### src/hw/uart_pkg.sv
package uart_pkg;

  localparam int CLKS_PER_BIT = 16; // Short bit time for fast simulation
  localparam int BIT_CNT_WIDTH = $clog2(CLKS_PER_BIT);

  typedef logic [BIT_CNT_WIDTH-1:0] bit_count_t;
  localparam bit_count_t BIT_LAST = bit_count_t'(CLKS_PER_BIT - 1);
  localparam bit_count_t HALF_BIT_LAST = bit_count_t'(CLKS_PER_BIT / 2 - 1);

  // ANSI cursor home is ESC [ ; H
  localparam logic [7:0] CHAR_ESC = 8'h1b;
  localparam logic [7:0] CHAR_LBRACKET = 8'h5b;
  localparam logic [7:0] CHAR_SEMI = 8'h3b;
  localparam logic [7:0] CHAR_HOME_H = 8'h48;
  localparam logic [7:0] CHAR_CR = 8'h0d;
  localparam logic [7:0] CHAR_LF = 8'h0a;

endpackage

### src/hw/life_pkg.sv
package life_pkg;

  // Board geometry of an 8x8 torus
  localparam int LOG_WIDTH = 3;
  localparam int LOG_HEIGHT = 3;
  localparam int WIDTH = 2 ** LOG_WIDTH;
  localparam int HEIGHT = 2 ** LOG_HEIGHT;
  localparam int BOARD_SIZE = WIDTH * HEIGHT;

  typedef logic [LOG_WIDTH+LOG_HEIGHT-1:0] cell_index_t; // Row in upper bits and column in lower
  localparam cell_index_t LAST_CELL = cell_index_t'(BOARD_SIZE - 1);

  typedef enum logic [2:0] {
    action_init, action_idle, action_rnd, action_update, action_copy, action_display
  } action_t;

  typedef enum logic [2:0] {
    disp_idle, disp_home, disp_wait_home, disp_cell, disp_wait_cell, disp_crlf, disp_wait_crlf
  } display_state_t;

  localparam logic [7:0] CMD_RANDOMIZE = 8'h30;  // '0'
  localparam logic [7:0] CMD_STEP = 8'h31;       // '1'
  localparam logic [7:0] CMD_RUN_TOGGLE = 8'h20; // Space
  localparam logic [7:0] CELL_ALIVE_CHAR = 8'h4f; // 'O'
  localparam logic [7:0] CELL_DEAD_CHAR = 8'h20;

  localparam logic [31:0] UPDATE_INTERVAL = 32'd20000; // Cycles between automatic steps

endpackage
### src/hw/life_top.sv
`timescale 1ns/1ps

module life_top (
  input  logic clk,
  input  logic boot_reset,
  input  logic rx,
  output logic tx
);

  logic [7:0]            rx_data;
  logic                  rx_valid;
  logic                  rx_ready;
  logic [7:0]            tx_data;
  logic                  tx_valid;
  logic                  tx_ready;
  life_pkg::action_t     action;
  logic                  rnd_done;
  logic                  update_done;
  logic                  copy_done;
  logic                  display_done;
  life_pkg::cell_index_t read_index;
  logic                  read_cell;
  logic                  random_bit;

  uart_rx i_uart_rx (
    .clk(clk), .boot_reset(boot_reset), .rx(rx),
    .rx_ready(rx_ready), .rx_data(rx_data), .rx_valid(rx_valid)
  );

  uart_tx i_uart_tx (
    .clk(clk), .boot_reset(boot_reset), .tx_data(tx_data),
    .tx_valid(tx_valid), .tx(tx), .tx_ready(tx_ready)
  );

  lfsr_rng i_lfsr_rng (.clk(clk), .boot_reset(boot_reset), .random_bit(random_bit));

  life_control i_life_control (
    .clk(clk), .boot_reset(boot_reset), .rx_data(rx_data), .rx_valid(rx_valid),
    .rx_ready(rx_ready), .rnd_done(rnd_done), .update_done(update_done),
    .copy_done(copy_done), .display_done(display_done), .action(action)
  );

  life_board i_life_board (
    .clk(clk), .boot_reset(boot_reset), .action(action), .random_bit(random_bit),
    .read_index(read_index), .read_cell(read_cell), .rnd_done(rnd_done),
    .update_done(update_done), .copy_done(copy_done)
  );

  // Frames go out over the serial line after every board change
  terminal_display i_terminal_display (
    .clk(clk), .boot_reset(boot_reset), .action(action), .read_index(read_index),
    .read_cell(read_cell), .tx_ready(tx_ready), .tx_data(tx_data),
    .tx_valid(tx_valid), .display_done(display_done)
  );

endmodule

### src/hw/terminal_display.sv
`timescale 1ns/1ps

module terminal_display (
  input  logic                  clk,
  input  logic                  boot_reset,
  input  life_pkg::action_t     action,
  output life_pkg::cell_index_t read_index,
  input  logic                  read_cell,
  input  logic                  tx_ready,
  output logic [7:0]            tx_data,
  output logic                  tx_valid,
  output logic                  display_done
);

  life_pkg::display_state_t state;
  logic [1:0]               char_index; // Position in home or CR LF sequence
  logic                     waiting;
  logic                     byte_sent;

  assign waiting = (state == life_pkg::disp_wait_home) || (state == life_pkg::disp_wait_cell) ||
                   (state == life_pkg::disp_wait_crlf);
  assign byte_sent = tx_valid && !tx_ready; // Transmitter took the byte

  always_ff @(posedge clk) begin
    if (boot_reset) begin
      state <= life_pkg::disp_idle;
      read_index <= '0;
      char_index <= '0;
      tx_valid <= 1'b0;
      display_done <= 1'b0;
    end else if (action == life_pkg::action_display && !display_done) begin
      if (waiting && tx_ready && !tx_valid) tx_valid <= 1'b1;
      if (byte_sent) tx_valid <= 1'b0;
      case (state)
        life_pkg::disp_idle: begin
          read_index <= '0;
          char_index <= '0;
          state <= life_pkg::disp_home;
        end
        life_pkg::disp_home: begin
          case (char_index)
            2'd0: tx_data <= uart_pkg::CHAR_ESC;
            2'd1: tx_data <= uart_pkg::CHAR_LBRACKET;
            2'd2: tx_data <= uart_pkg::CHAR_SEMI;
            default: tx_data <= uart_pkg::CHAR_HOME_H;
          endcase
          state <= life_pkg::disp_wait_home;
        end
        life_pkg::disp_wait_home: begin
          if (byte_sent) begin
            char_index <= char_index + 2'd1; // Wraps to 0 after H
            state <= (char_index == 2'd3) ? life_pkg::disp_cell : life_pkg::disp_home;
          end
        end
        life_pkg::disp_cell: begin
          tx_data <= read_cell ? life_pkg::CELL_ALIVE_CHAR : life_pkg::CELL_DEAD_CHAR;
          state <= life_pkg::disp_wait_cell;
        end
        life_pkg::disp_wait_cell: begin
          if (byte_sent) begin
            read_index <= read_index + life_pkg::cell_index_t'(1);
            // Column bits all ones means the row is finished
            if (&read_index[life_pkg::LOG_WIDTH-1:0]) state <= life_pkg::disp_crlf;
            else state <= life_pkg::disp_cell;
          end
        end
        life_pkg::disp_crlf: begin
          tx_data <= char_index[0] ? uart_pkg::CHAR_LF : uart_pkg::CHAR_CR;
          state <= life_pkg::disp_wait_crlf;
        end
        default: begin
          if (byte_sent) begin
            if (char_index[0]) begin
              char_index <= '0;
              if (read_index == '0) begin // Index wrapped after the last row
                display_done <= 1'b1;
                state <= life_pkg::disp_idle;
              end else begin
                state <= life_pkg::disp_cell;
              end
            end else begin
              char_index <= char_index + 2'd1;
              state <= life_pkg::disp_crlf;
            end
          end
        end
      endcase
    end else begin
      display_done <= 1'b0;
    end
  end

endmodule

### src/hw/life_board.sv
`timescale 1ns/1ps

module life_board (
  input  logic                  clk,
  input  logic                  boot_reset,
  input  life_pkg::action_t     action,
  input  logic                  random_bit,
  input  life_pkg::cell_index_t read_index,
  output logic                  read_cell,
  output logic                  rnd_done,
  output logic                  update_done,
  output logic                  copy_done
);

  logic [life_pkg::BOARD_SIZE-1:0] board_state; // Current generation
  logic [life_pkg::BOARD_SIZE-1:0] board_next;

  // Randomize and copy share one sweep over all cells
  life_pkg::cell_index_t sweep_index;
  logic                  sweep_done;
  logic                  sweep_active;

  life_pkg::cell_index_t         update_index;
  logic [3:0]                    neigh_index; // Neighbours 0 to 7 and the rule step at 8
  logic [3:0]                    num_neighbors;
  logic                          update_active;
  logic [life_pkg::LOG_WIDTH-1:0]  cell_x;
  logic [life_pkg::LOG_HEIGHT-1:0] cell_y;
  logic [life_pkg::LOG_WIDTH-1:0]  neigh_x;
  logic [life_pkg::LOG_HEIGHT-1:0] neigh_y;

  assign read_cell = board_state[read_index];

  assign sweep_active = (action == life_pkg::action_rnd || action == life_pkg::action_copy)
                        && !sweep_done;
  assign rnd_done = sweep_done && (action == life_pkg::action_rnd);
  assign copy_done = sweep_done && (action == life_pkg::action_copy);

  always_ff @(posedge clk) begin
    if (boot_reset) begin
      sweep_index <= '0;
      sweep_done <= 1'b0;
    end else if (sweep_active) begin
      sweep_index <= sweep_index + life_pkg::cell_index_t'(1); // Wraps to 0 after last cell
      if (sweep_index == life_pkg::LAST_CELL) sweep_done <= 1'b1;
    end else begin
      sweep_done <= 1'b0;
    end
  end

  always_ff @(posedge clk) begin
    if (sweep_active && action == life_pkg::action_rnd) board_state[sweep_index] <= random_bit;
    else if (sweep_active) board_state[sweep_index] <= board_next[sweep_index];
  end

  assign update_active = (action == life_pkg::action_update) && !update_done;
  assign cell_x = update_index[life_pkg::LOG_WIDTH-1:0];
  assign cell_y = update_index[life_pkg::LOG_WIDTH +: life_pkg::LOG_HEIGHT];

  // Neighbour offsets wrap at the edges
  always_comb begin
    case (neigh_index)
      4'd0, 4'd1, 4'd2: neigh_y = cell_y - 3'd1;
      4'd3, 4'd4: neigh_y = cell_y;
      default: neigh_y = cell_y + 3'd1;
    endcase
    case (neigh_index)
      4'd0, 4'd3, 4'd5: neigh_x = cell_x - 3'd1;
      4'd1, 4'd6: neigh_x = cell_x;
      default: neigh_x = cell_x + 3'd1;
    endcase
  end

  always_ff @(posedge clk) begin
    if (boot_reset) begin
      update_index <= '0;
      neigh_index <= '0;
      num_neighbors <= '0;
      update_done <= 1'b0;
    end else if (update_active) begin
      if (neigh_index == 4'd8) begin
        neigh_index <= '0;
        num_neighbors <= '0;
        update_index <= update_index + life_pkg::cell_index_t'(1);
        if (update_index == life_pkg::LAST_CELL) update_done <= 1'b1;
      end else begin
        num_neighbors <= num_neighbors + {3'b000, board_state[{neigh_y, neigh_x}]};
        neigh_index <= neigh_index + 4'd1;
      end
    end else begin
      update_done <= 1'b0;
    end
  end

  // Birth on 3 and survival on 2 or 3
  always_ff @(posedge clk) begin
    if (update_active && neigh_index == 4'd8)
      board_next[update_index] <= (num_neighbors == 4'd3) ||
                                  (board_state[update_index] && num_neighbors == 4'd2);
  end

endmodule

### src/hw/life_control.sv
`timescale 1ns/1ps

module life_control (
  input  logic              clk,
  input  logic              boot_reset,
  input  logic [7:0]        rx_data,
  input  logic              rx_valid,
  output logic              rx_ready,
  input  logic              rnd_done,
  input  logic              update_done,
  input  logic              copy_done,
  input  logic              display_done,
  output life_pkg::action_t action
);

  logic        running; // Automatic stepping on
  logic [31:0] timer;

  always_ff @(posedge clk) begin
    if (boot_reset) begin
      action <= life_pkg::action_init;
      running <= 1'b0;
      timer <= '0;
      rx_ready <= 1'b0;
    end else begin
      case (action)
        // First byte of any value starts the game
        life_pkg::action_init: begin
          if (rx_valid && rx_ready) begin
            rx_ready <= 1'b0;
            action <= life_pkg::action_rnd;
          end else if (rx_valid) begin
            rx_ready <= 1'b1;
          end
        end
        life_pkg::action_idle: begin
          if (rx_valid && rx_ready) begin
            rx_ready <= 1'b0;
            case (rx_data)
              life_pkg::CMD_RANDOMIZE: action <= life_pkg::action_rnd;
              life_pkg::CMD_STEP: begin
                if (!running) begin
                  action <= life_pkg::action_update;
                end else begin
                  running <= 1'b0; // Step key also halts run mode
                  timer <= '0;
                end
              end
              life_pkg::CMD_RUN_TOGGLE: begin
                running <= !running;
                timer <= '0;
              end
              default: ; // Unknown bytes ignored
            endcase
          end else if (rx_valid) begin
            rx_ready <= 1'b1;
          end else if (running) begin
            if (timer < life_pkg::UPDATE_INTERVAL) begin
              timer <= timer + 32'd1;
            end else begin
              timer <= '0;
              action <= life_pkg::action_update;
            end
          end
        end
        life_pkg::action_rnd: if (rnd_done) action <= life_pkg::action_display;
        life_pkg::action_update: if (update_done) action <= life_pkg::action_copy;
        life_pkg::action_copy: if (copy_done) action <= life_pkg::action_display;
        life_pkg::action_display: if (display_done) action <= life_pkg::action_idle;
        default: action <= life_pkg::action_idle;
      endcase
    end
  end

endmodule

### src/hw/lfsr_rng.sv
`timescale 1ns/1ps

module lfsr_rng (
  input  logic clk,
  input  logic boot_reset,
  output logic random_bit
);

  logic [15:0] lfsr;
  logic        feedback;

  // Taps 16, 14, 13, 11 give the maximal period
  assign feedback = lfsr[15] ^ lfsr[13] ^ lfsr[12] ^ lfsr[10];
  assign random_bit = lfsr[0];

  always_ff @(posedge clk) begin
    if (boot_reset) lfsr <= 16'hace1; // Any nonzero seed
    else lfsr <= {lfsr[14:0], feedback};
  end

endmodule

### src/hw/uart_tx.sv
`timescale 1ns/1ps

module uart_tx (
  input  logic       clk,
  input  logic       boot_reset,
  input  logic [7:0] tx_data,
  input  logic       tx_valid,
  output logic       tx,
  output logic       tx_ready
);

  typedef enum logic [1:0] {tx_idle, tx_start, tx_data_bits, tx_stop} tx_state_t;

  tx_state_t            state;
  uart_pkg::bit_count_t clk_count;
  logic [2:0]           bit_index;
  logic [7:0]           shift_reg;

  assign tx_ready = (state == tx_idle);

  always_ff @(posedge clk) begin
    if (boot_reset) begin
      state <= tx_idle;
      tx <= 1'b1;
      clk_count <= '0;
      bit_index <= '0;
    end else begin
      if (state != tx_idle) clk_count <= clk_count + uart_pkg::bit_count_t'(1);
      case (state)
        tx_idle: begin
          tx <= 1'b1;
          clk_count <= '0;
          if (tx_valid) begin
            shift_reg <= tx_data;
            tx <= 1'b0; // Start bit
            state <= tx_start;
          end
        end
        tx_start: begin
          if (clk_count == uart_pkg::BIT_LAST) begin
            tx <= shift_reg[0];
            shift_reg <= shift_reg >> 1;
            bit_index <= '0;
            state <= tx_data_bits;
          end
        end
        tx_data_bits: begin
          if (clk_count == uart_pkg::BIT_LAST) begin
            if (bit_index == 3'd7) begin
              tx <= 1'b1; // Stop bit
              state <= tx_stop;
            end else begin
              tx <= shift_reg[0];
              shift_reg <= shift_reg >> 1;
              bit_index <= bit_index + 3'd1;
            end
          end
        end
        default: begin
          if (clk_count == uart_pkg::BIT_LAST) state <= tx_idle;
        end
      endcase
    end
  end

endmodule

### src/hw/uart_rx.sv
`timescale 1ns/1ps

module uart_rx (
  input  logic       clk,
  input  logic       boot_reset,
  input  logic       rx,
  input  logic       rx_ready,
  output logic [7:0] rx_data,
  output logic       rx_valid
);

  typedef enum logic [1:0] {rx_idle, rx_start, rx_data_bits, rx_stop} rx_state_t;

  rx_state_t            state;
  logic                 rx_meta;
  logic                 rx_sync;
  uart_pkg::bit_count_t clk_count;
  logic [2:0]           bit_index;
  logic [7:0]           shift_reg;

  always_ff @(posedge clk) begin
    if (boot_reset) begin
      rx_meta <= 1'b1; // Line idles high
      rx_sync <= 1'b1;
      state <= rx_idle;
      clk_count <= '0;
      bit_index <= '0;
      rx_valid <= 1'b0;
    end else begin
      rx_meta <= rx;
      rx_sync <= rx_meta;
      if (rx_valid && rx_ready) rx_valid <= 1'b0; // Byte consumed
      case (state)
        rx_idle: begin
          clk_count <= '0;
          if (!rx_sync) state <= rx_start;
        end
        // Confirm the start bit at its middle
        rx_start: begin
          if (clk_count == uart_pkg::HALF_BIT_LAST) begin
            clk_count <= '0;
            bit_index <= '0;
            state <= rx_sync ? rx_idle : rx_data_bits;
          end else begin
            clk_count <= clk_count + uart_pkg::bit_count_t'(1);
          end
        end
        rx_data_bits: begin
          if (clk_count == uart_pkg::BIT_LAST) begin
            clk_count <= '0;
            shift_reg <= {rx_sync, shift_reg[7:1]}; // LSB arrives first
            if (bit_index == 3'd7) state <= rx_stop;
            else bit_index <= bit_index + 3'd1;
          end else begin
            clk_count <= clk_count + uart_pkg::bit_count_t'(1);
          end
        end
        default: begin
          if (clk_count == uart_pkg::BIT_LAST) begin
            state <= rx_idle;
            // Bad stop bit or unconsumed previous byte drops this one
            if (rx_sync && !rx_valid) begin
              rx_data <= shift_reg;
              rx_valid <= 1'b1;
            end
          end else begin
            clk_count <= clk_count + uart_pkg::bit_count_t'(1);
          end
        end
      endcase
    end
  end

endmodule

### config.mk
export PLATFORM = sky130hd
export DESIGN_NAME = life_top
export DESIGN_NICKNAME = d
export VERILOG_FILES = /design/src/hw/uart_pkg.sv /design/src/hw/life_pkg.sv /design/src/hw/life_top.sv /design/src/hw/terminal_display.sv /design/src/hw/life_board.sv /design/src/hw/life_control.sv /design/src/hw/lfsr_rng.sv /design/src/hw/uart_tx.sv /design/src/hw/uart_rx.sv
export SDC_FILE = /design/constraint.sdc
export NUM_CORES = 1
export LEC_CHECK = 0
export BUFFER_PORTS_ARGS = -buffer_cell sky130_fd_sc_hd__buf_2
export CORE_ASPECT_RATIO = 2
export CORE_MARGIN = 4
export CORE_UTILIZATION = 58
export DETAILED_ROUTE_END_ITERATION = 6
export GPL_ROUTABILITY_DRIVEN = 0
export PLACE_DENSITY = 0.77
export SLEW_MARGIN = 20
export SYNTH_ARGS = -nofsm -noshare
export SYNTH_HDL_FRONTEND = slang
export SYNTH_SLANG_ARGS = --single-unit
export TNS_END_PERCENT = 5
### constraint.sdc
create_clock -name clk -period 3.79 [get_ports clk]
set_input_delay 0.379 -clock clk [delete_from_list [all_inputs] [get_ports clk]]
set_output_delay 0.379 -clock clk [all_outputs]
set_load 0.1 [all_outputs]
After elaboration in Yosys (flattened, before gate mapping)
Cells that the tools add are included.
Word-level totals
  input port bits: 3
  logic and storage cells: 309
  output and inout bits: 1
  flip-flop bits (word level): 270
Operators by class
  equal/unequal tests: 63
  reductions and logical operators: 81
  bitwise logic cells: 10
  magnitude comparators: 7
  multiplexer cells: 101
  $add $sub $neg: 15
Operators by type and width (number)
  64-bit bitwise mux: 3
  32-bit 2-to-1 mux: 5
  64-bit 2-to-1 mux: 2
  3-bit 2-to-1 mux: 22
  32-bit case mux with 2 select lines: 1
  8-bit case mux with 3 select lines: 2
  3-bit case mux with 6 select lines: 2
  32-bit by 1-bit adder with 32-bit output, second input constant: 1
  32-bit by 15-bit < comparator with 1-bit output, second input constant: 1
  2-bit 2-to-1 mux: 16
  8-bit 2-to-1 mux: 4
  3-bit case mux with 2 select lines: 5
  6-bit by 7-bit < comparator with 1-bit output, second input constant: 4
  2-bit by 1-bit != test with 1-bit output, second input constant: 14
  1-bit binary-select mux with 6-bit select: 4
  8-bit by 6-bit equality test with 1-bit output, second input constant: 3
  4-bit AND reduction: 6
  2-bit nonzero test: 11
  3-bit equality test, second input constant: 7
  7-bit case mux with 3 select lines: 1
  4-bit 2-to-1 mux: 5
  6-bit by 1-bit adder with 6-bit output, second input constant: 3
  1-bit 2-to-1 mux: 18
  2-bit case mux with 3 select lines: 3
  other kinds (47): 134

Longest topological paths before layout
  word-level depth: 7
  gate-level depth with buffers: 18
  gate-level depth less buffers: 16

By module
A second synthesis with hierarchy kept.
Second synthesis, totals
  cells, all modules: 1429
  area, all modules: 14974.4 sq um
By module, submodules not included
  life_board: times used 1, seq. area each 4284.1 sq um, cells each 871, area an instance 9412.8 sq um
  life_control: times used 1, seq. area each 740.7 sq um, cells each 215, area an instance 1816.7 sq um
  terminal_display: times used 1, seq. area each 470.5 sq um, cells each 137, area an instance 1223.7 sq um
  uart_rx: times used 1, seq. area each 720.7 sq um, cells each 92, area an instance 1157.4 sq um
  uart_tx: times used 1, seq. area each 440.4 sq um, cells each 78, area an instance 909.6 sq um
  lfsr_rng: times used 1, seq. area each 320.3 sq um, cells each 36, area an instance 454.2 sq um

Least setup slack after synthesis
No wires, ideal clock.
  kind: reg2reg
  start: reg i_life_board.neigh_index[3]
  end: reg i_life_board.num_neighbors[1]
  slack: -263 ps
  clock period less this slack: 4053 ps
  arrival time: 3931 ps
  stages on the path, launching flop included: 17
  buffers on the path: 4
  setup time: 122 ps
  required time: 3668 ps
  cells stage by stage: dfxtp_1 clkbuf_1 clkbuf_1 or3_1 fa_1 clkbuf_1 clkbuf_1 mux4_2 o21a_1 a2111oi_0 nor4_1 a211oi_1 nor4_1 ha_1 ha_1 mux2i_1 nor2_1
Between the ends
  longest elaborated chain between the ends: 7
  elaborated cells on any way between the ends: 18
  those cells by class: 1 x add/sub; 7 x eq/ne; 5 x mux; 5 x reduce/logical
RTL lines
  start: declaration: RTL line life_board.sv:24  | logic [3:0] neigh_index;
  start signal: assignment: RTL line life_board.sv:88  | neigh_index <= neigh_index + 4'd1;
  4-bit by 2-bit equality test with 1-bit output (tied with other cells): RTL line life_board.sv:62, life_board.sv:67
  3-bit OR reduction (tied with other cells): RTL line life_board.sv:67  | case (neigh_index)
  3-bit case mux with 2 select lines, on equally long branches: RTL line life_board.sv:67, life_board.sv:62
  1-bit binary-select mux with 6-bit select: RTL line life_board.sv:87  | num_neighbors <= num_neighbors + {3'b000, board_state[{neigh_y, neigh_x}]};
  1-bit 2-to-1 mux (not written as such): RTL line life_board.sv:87
  4-bit by 1-bit adder with 4-bit output: RTL line life_board.sv:87
  4-bit 2-to-1 mux *: RTL line life_board.sv:81  | if (neigh_index == 4'd8) begin
  end signal: assignment: RTL line life_board.sv:87
  end: declaration: RTL line life_board.sv:25  | logic [3:0] num_neighbors;
Every way passes the cells marked *; elsewhere a longest branch is shown, timed or not. The select of a mux whose other input is x is not followed.
A chain may end at the register's enable or synchronous reset.

Final worst setup path
  start: reg i_life_board.neigh_index[1]
  end: reg i_life_board.num_neighbors[2]
Same word-level chain as after synthesis.

==> results by group <==
Die
  – Die Y: 232 µm
  – Core area: 24,600 µm²
  – Top-Level Pins: 4
  – Initial Utilization: 59.2%
  – Die X: 120 µm
  – Die area: 27,900 µm²
  – Site Rows: 81

Timing
  – Setup-failing EPs final: 0
  – Least-Margin Pin Slew: 1050 ps
  – Worst Hold Slack: 32.6 ps
  – Final hold vios: 0
  – Final WS setup: 9.67 ps
  – F_max: 0.265 GHz
  – Setup TNS: 0 ps
  – Fin crit share: 99.7%
  – RSZ-0062 raised after global routing: true
  – Final Critical Period: 3780 ps
  – Relative slew margins: 29.2%
  – Clock Skew: 12.2 ps
  – Slew Limit Fails: 0

Synthesis
  – Yosys top cell by area: edfxtp_1
  – Fraction of registers with async set/reset: 0%
  – Distinct cell type count after synthesis: 80
  – Synth Net Count: 1,424
  – Post-Syn Area per Cell: 10.5 µm²
  – Synthesized cell area: 14,600 µm²
  – Seq/Total Area, Yosys: 47.6%
  – Synthesized flop and latch total: 268
  – Top-area cell type share of the netlist area: 32.5%
  – Most used flip-flop cell after synthesis: edfxtp_1
  – Synth Warn #: 0
  – EDFF count, synth: 158
  – Synth top area cells: edfxtp_1 (33%), dfxtp_1 (15%), mux4_2 (8.6%)
  – Gate Count Post-Synth: 1,393

Cells and area
  – Area growth, synth to finish: 9.65%
  – FF+latch area: 6960 µm²
  – Fillcell total: 1,895
  – Most frequent cells in the layout: nor2_1 (250), edfxtp_1 (158), dfxtp_1 (107), nor4_1 (78), nand2_1 (64)
  – Design Area, Final: 16,000 µm²
  – Nets: 1,403
  – Ratio of cells with drive above 1 in the final layout: 16.9%
  – Final core occ: 65.0%
  – Commonest non-fill, non-tap cell in the layout: nor2_1
  – Top Registers: i_life_board.board_next x64, i_life_board.board_state x64, i_life_control.timer x32
  – Inserted Diodes: 0
  – Area occupied by multi-input gates: 7240 µm²

Global routing
  – Largest net degree at the start of global routing: 65
  – Grt total ovfl: 0
  – First-pass GRT wire length: 63,900 µm
  – Antenna violations before repair: 1
  – Vias in the first global route: 11,600
  – GR Util All Layers: 29.6%

Drt
  – Avg Vias per Cell: 6.68
  – Initial DRC count: 1,138
  – Detail Route met2 WL: 20,400 µm
  – Met1 WL: 12,900 µm
  – Total Wirelength: 40,700 µm
  – Number of remaining DRC errors: 0
  – DR pass1 iterations: 6
  – Antenna viol nets, final: 0
  – WL/cell: 23.6 µm
  – Vias after detailed routing: 11,500
  – Total length of routed met3 wires: 3460 µm
  – Top sig layer: met4

Placement
  – HPWL after detailed placement: 27,600 µm
  – Port bufs: 3
  – Cell Area, Placed: 14,900 µm²
  – Dpl ws: -204 ps

Clock network
  – Clock transition at the registers of the reported paths: 70 ps
  – Total CTS buffers: 24
  – CTS root buf: clkbuf_16
  – Hold buffers post-CTS: 0
  – Clk sinks: 268
  – Clk_lat worst skew: 540 ps
  – CTS HTree Levels: 1
  – Max clock buf depth: 3
  – CTS tree: yes

Setup path
  – Critical path type: register to register
  – RR Startpoint: i_life_board.neigh_index[1]
  – Critical Path Sink Type: register
  – Crit path from: i_life_board.neigh_index[1]
  – Worst EP arrival: 4210 ps
  – Startpoint Class: register
  – CP Max Fanout: 8
  – Critical Path RT: 4220 ps

Power and ir drop
  – P_leak: 0.00478 µW
  – VDD IR max: 0.000471 V
  – Pwr Density: 390 nW/µm²

Min path
  – Min-delay worst type: input port to register
  – Worst hold start: rx

Status
  – Status: finished, final reports clean

Flow run
  – Max-Cap Viols: 0
-- per-stage QoR --
stage | std cells | total power [µW]
CTS | 1716 | 6240
global placement | 1670 | 3860
detailed placement | 1670 | 3880
finish | 1722 | 6230
floorplan | 1393 | 3730
global route | 1722 | 6420
-- layout make-up --
type,count,area share (%)
Multi-Input combinational cell,984,45.3
Sequential cell,268,43.5
Clock buffer,29,4.06
Timing Repair Buffer,63,3.09
Tap cell,332,2.60
Inverter,31,0.759
Clock inverter,15,0.743
-- where the power goes --
group          internal, µW  switching, µW  total (µW)
clock                  1300           1100        2390
combinational           233            430         663
sequential             3110           68.1        3180
total                  4640           1590        6230
-- critical path, cell delays in order, from the launching register on --
cell and delay, ps:
dfxtp_4 360, inv_4 80, ha_4 130, nor3_2 40, or3_1 360, fa_1 560
buf_6 160, buf_4 170, mux4_2 300, mux4_2 500, a211oi_2 310, nor4_4 70
ha_2 210, ha_4 150, nand2_2 50, xor2_1 150, nor2_1 60
-- final timing paths --
check	endpoint	slack, ps	cells past startpoint
setup / recovery	i_life_board.num_neighbors[2]	10	16
hold / removal	i_uart_rx.rx_meta	30	2
setup reg to reg	i_life_board.num_neighbors[2]	10	16
hold reg to reg	i_lfsr_rng.lfsr[5]	420	1
-- routing by layer --
metal	GRT usage, %	up-vias
met2	50.8	592
met1	29.9	5530
met4	23.6	0
met3	8.00	228
li1	-	5159
met5	0	-
-- synth_stat cells (26+ instances only) --
master    number
a21oi_1       47
nand2_1       65
edfxtp_1     158
o21ai_0       28
mux4_2        56
ha_1          26
nand3_1       39
mux2i_1       41
nor3_1        31
dfxtp_1      110
inv_1         29
nor2_1       251
clkbuf_1      72
nor4_1        84
xnor2_1       27
-- cells by family after synthesis --
| kind of cell | after synthesis | synth area share, % |
|---|---|---|
| multiplexers | 118 | 13.3 |
| buffers and inverters | 141 | 4.39 |
| flip-flops | 268 | 47.6 |
| AND/OR/NAND/NOR | 603 | 20.4 |
| AO/OA/AOI/OAI | 194 | 9.38 |
| adder cells (fa/ha/maj) | 29 | 2.57 |
| XOR/XNOR | 40 | 2.40 |
-- repair_timing --
item | 4_1_cts | 5_1_grt
gates resized for setup | 26 | 20
pin swaps | 9 | 14
buffers inserted | 2 | 5
setup endpoints to repair | 4 | 68
endpoints found under the hold margin | 0 | 0
No activity file was read; power rests on OpenSTA's default activity.
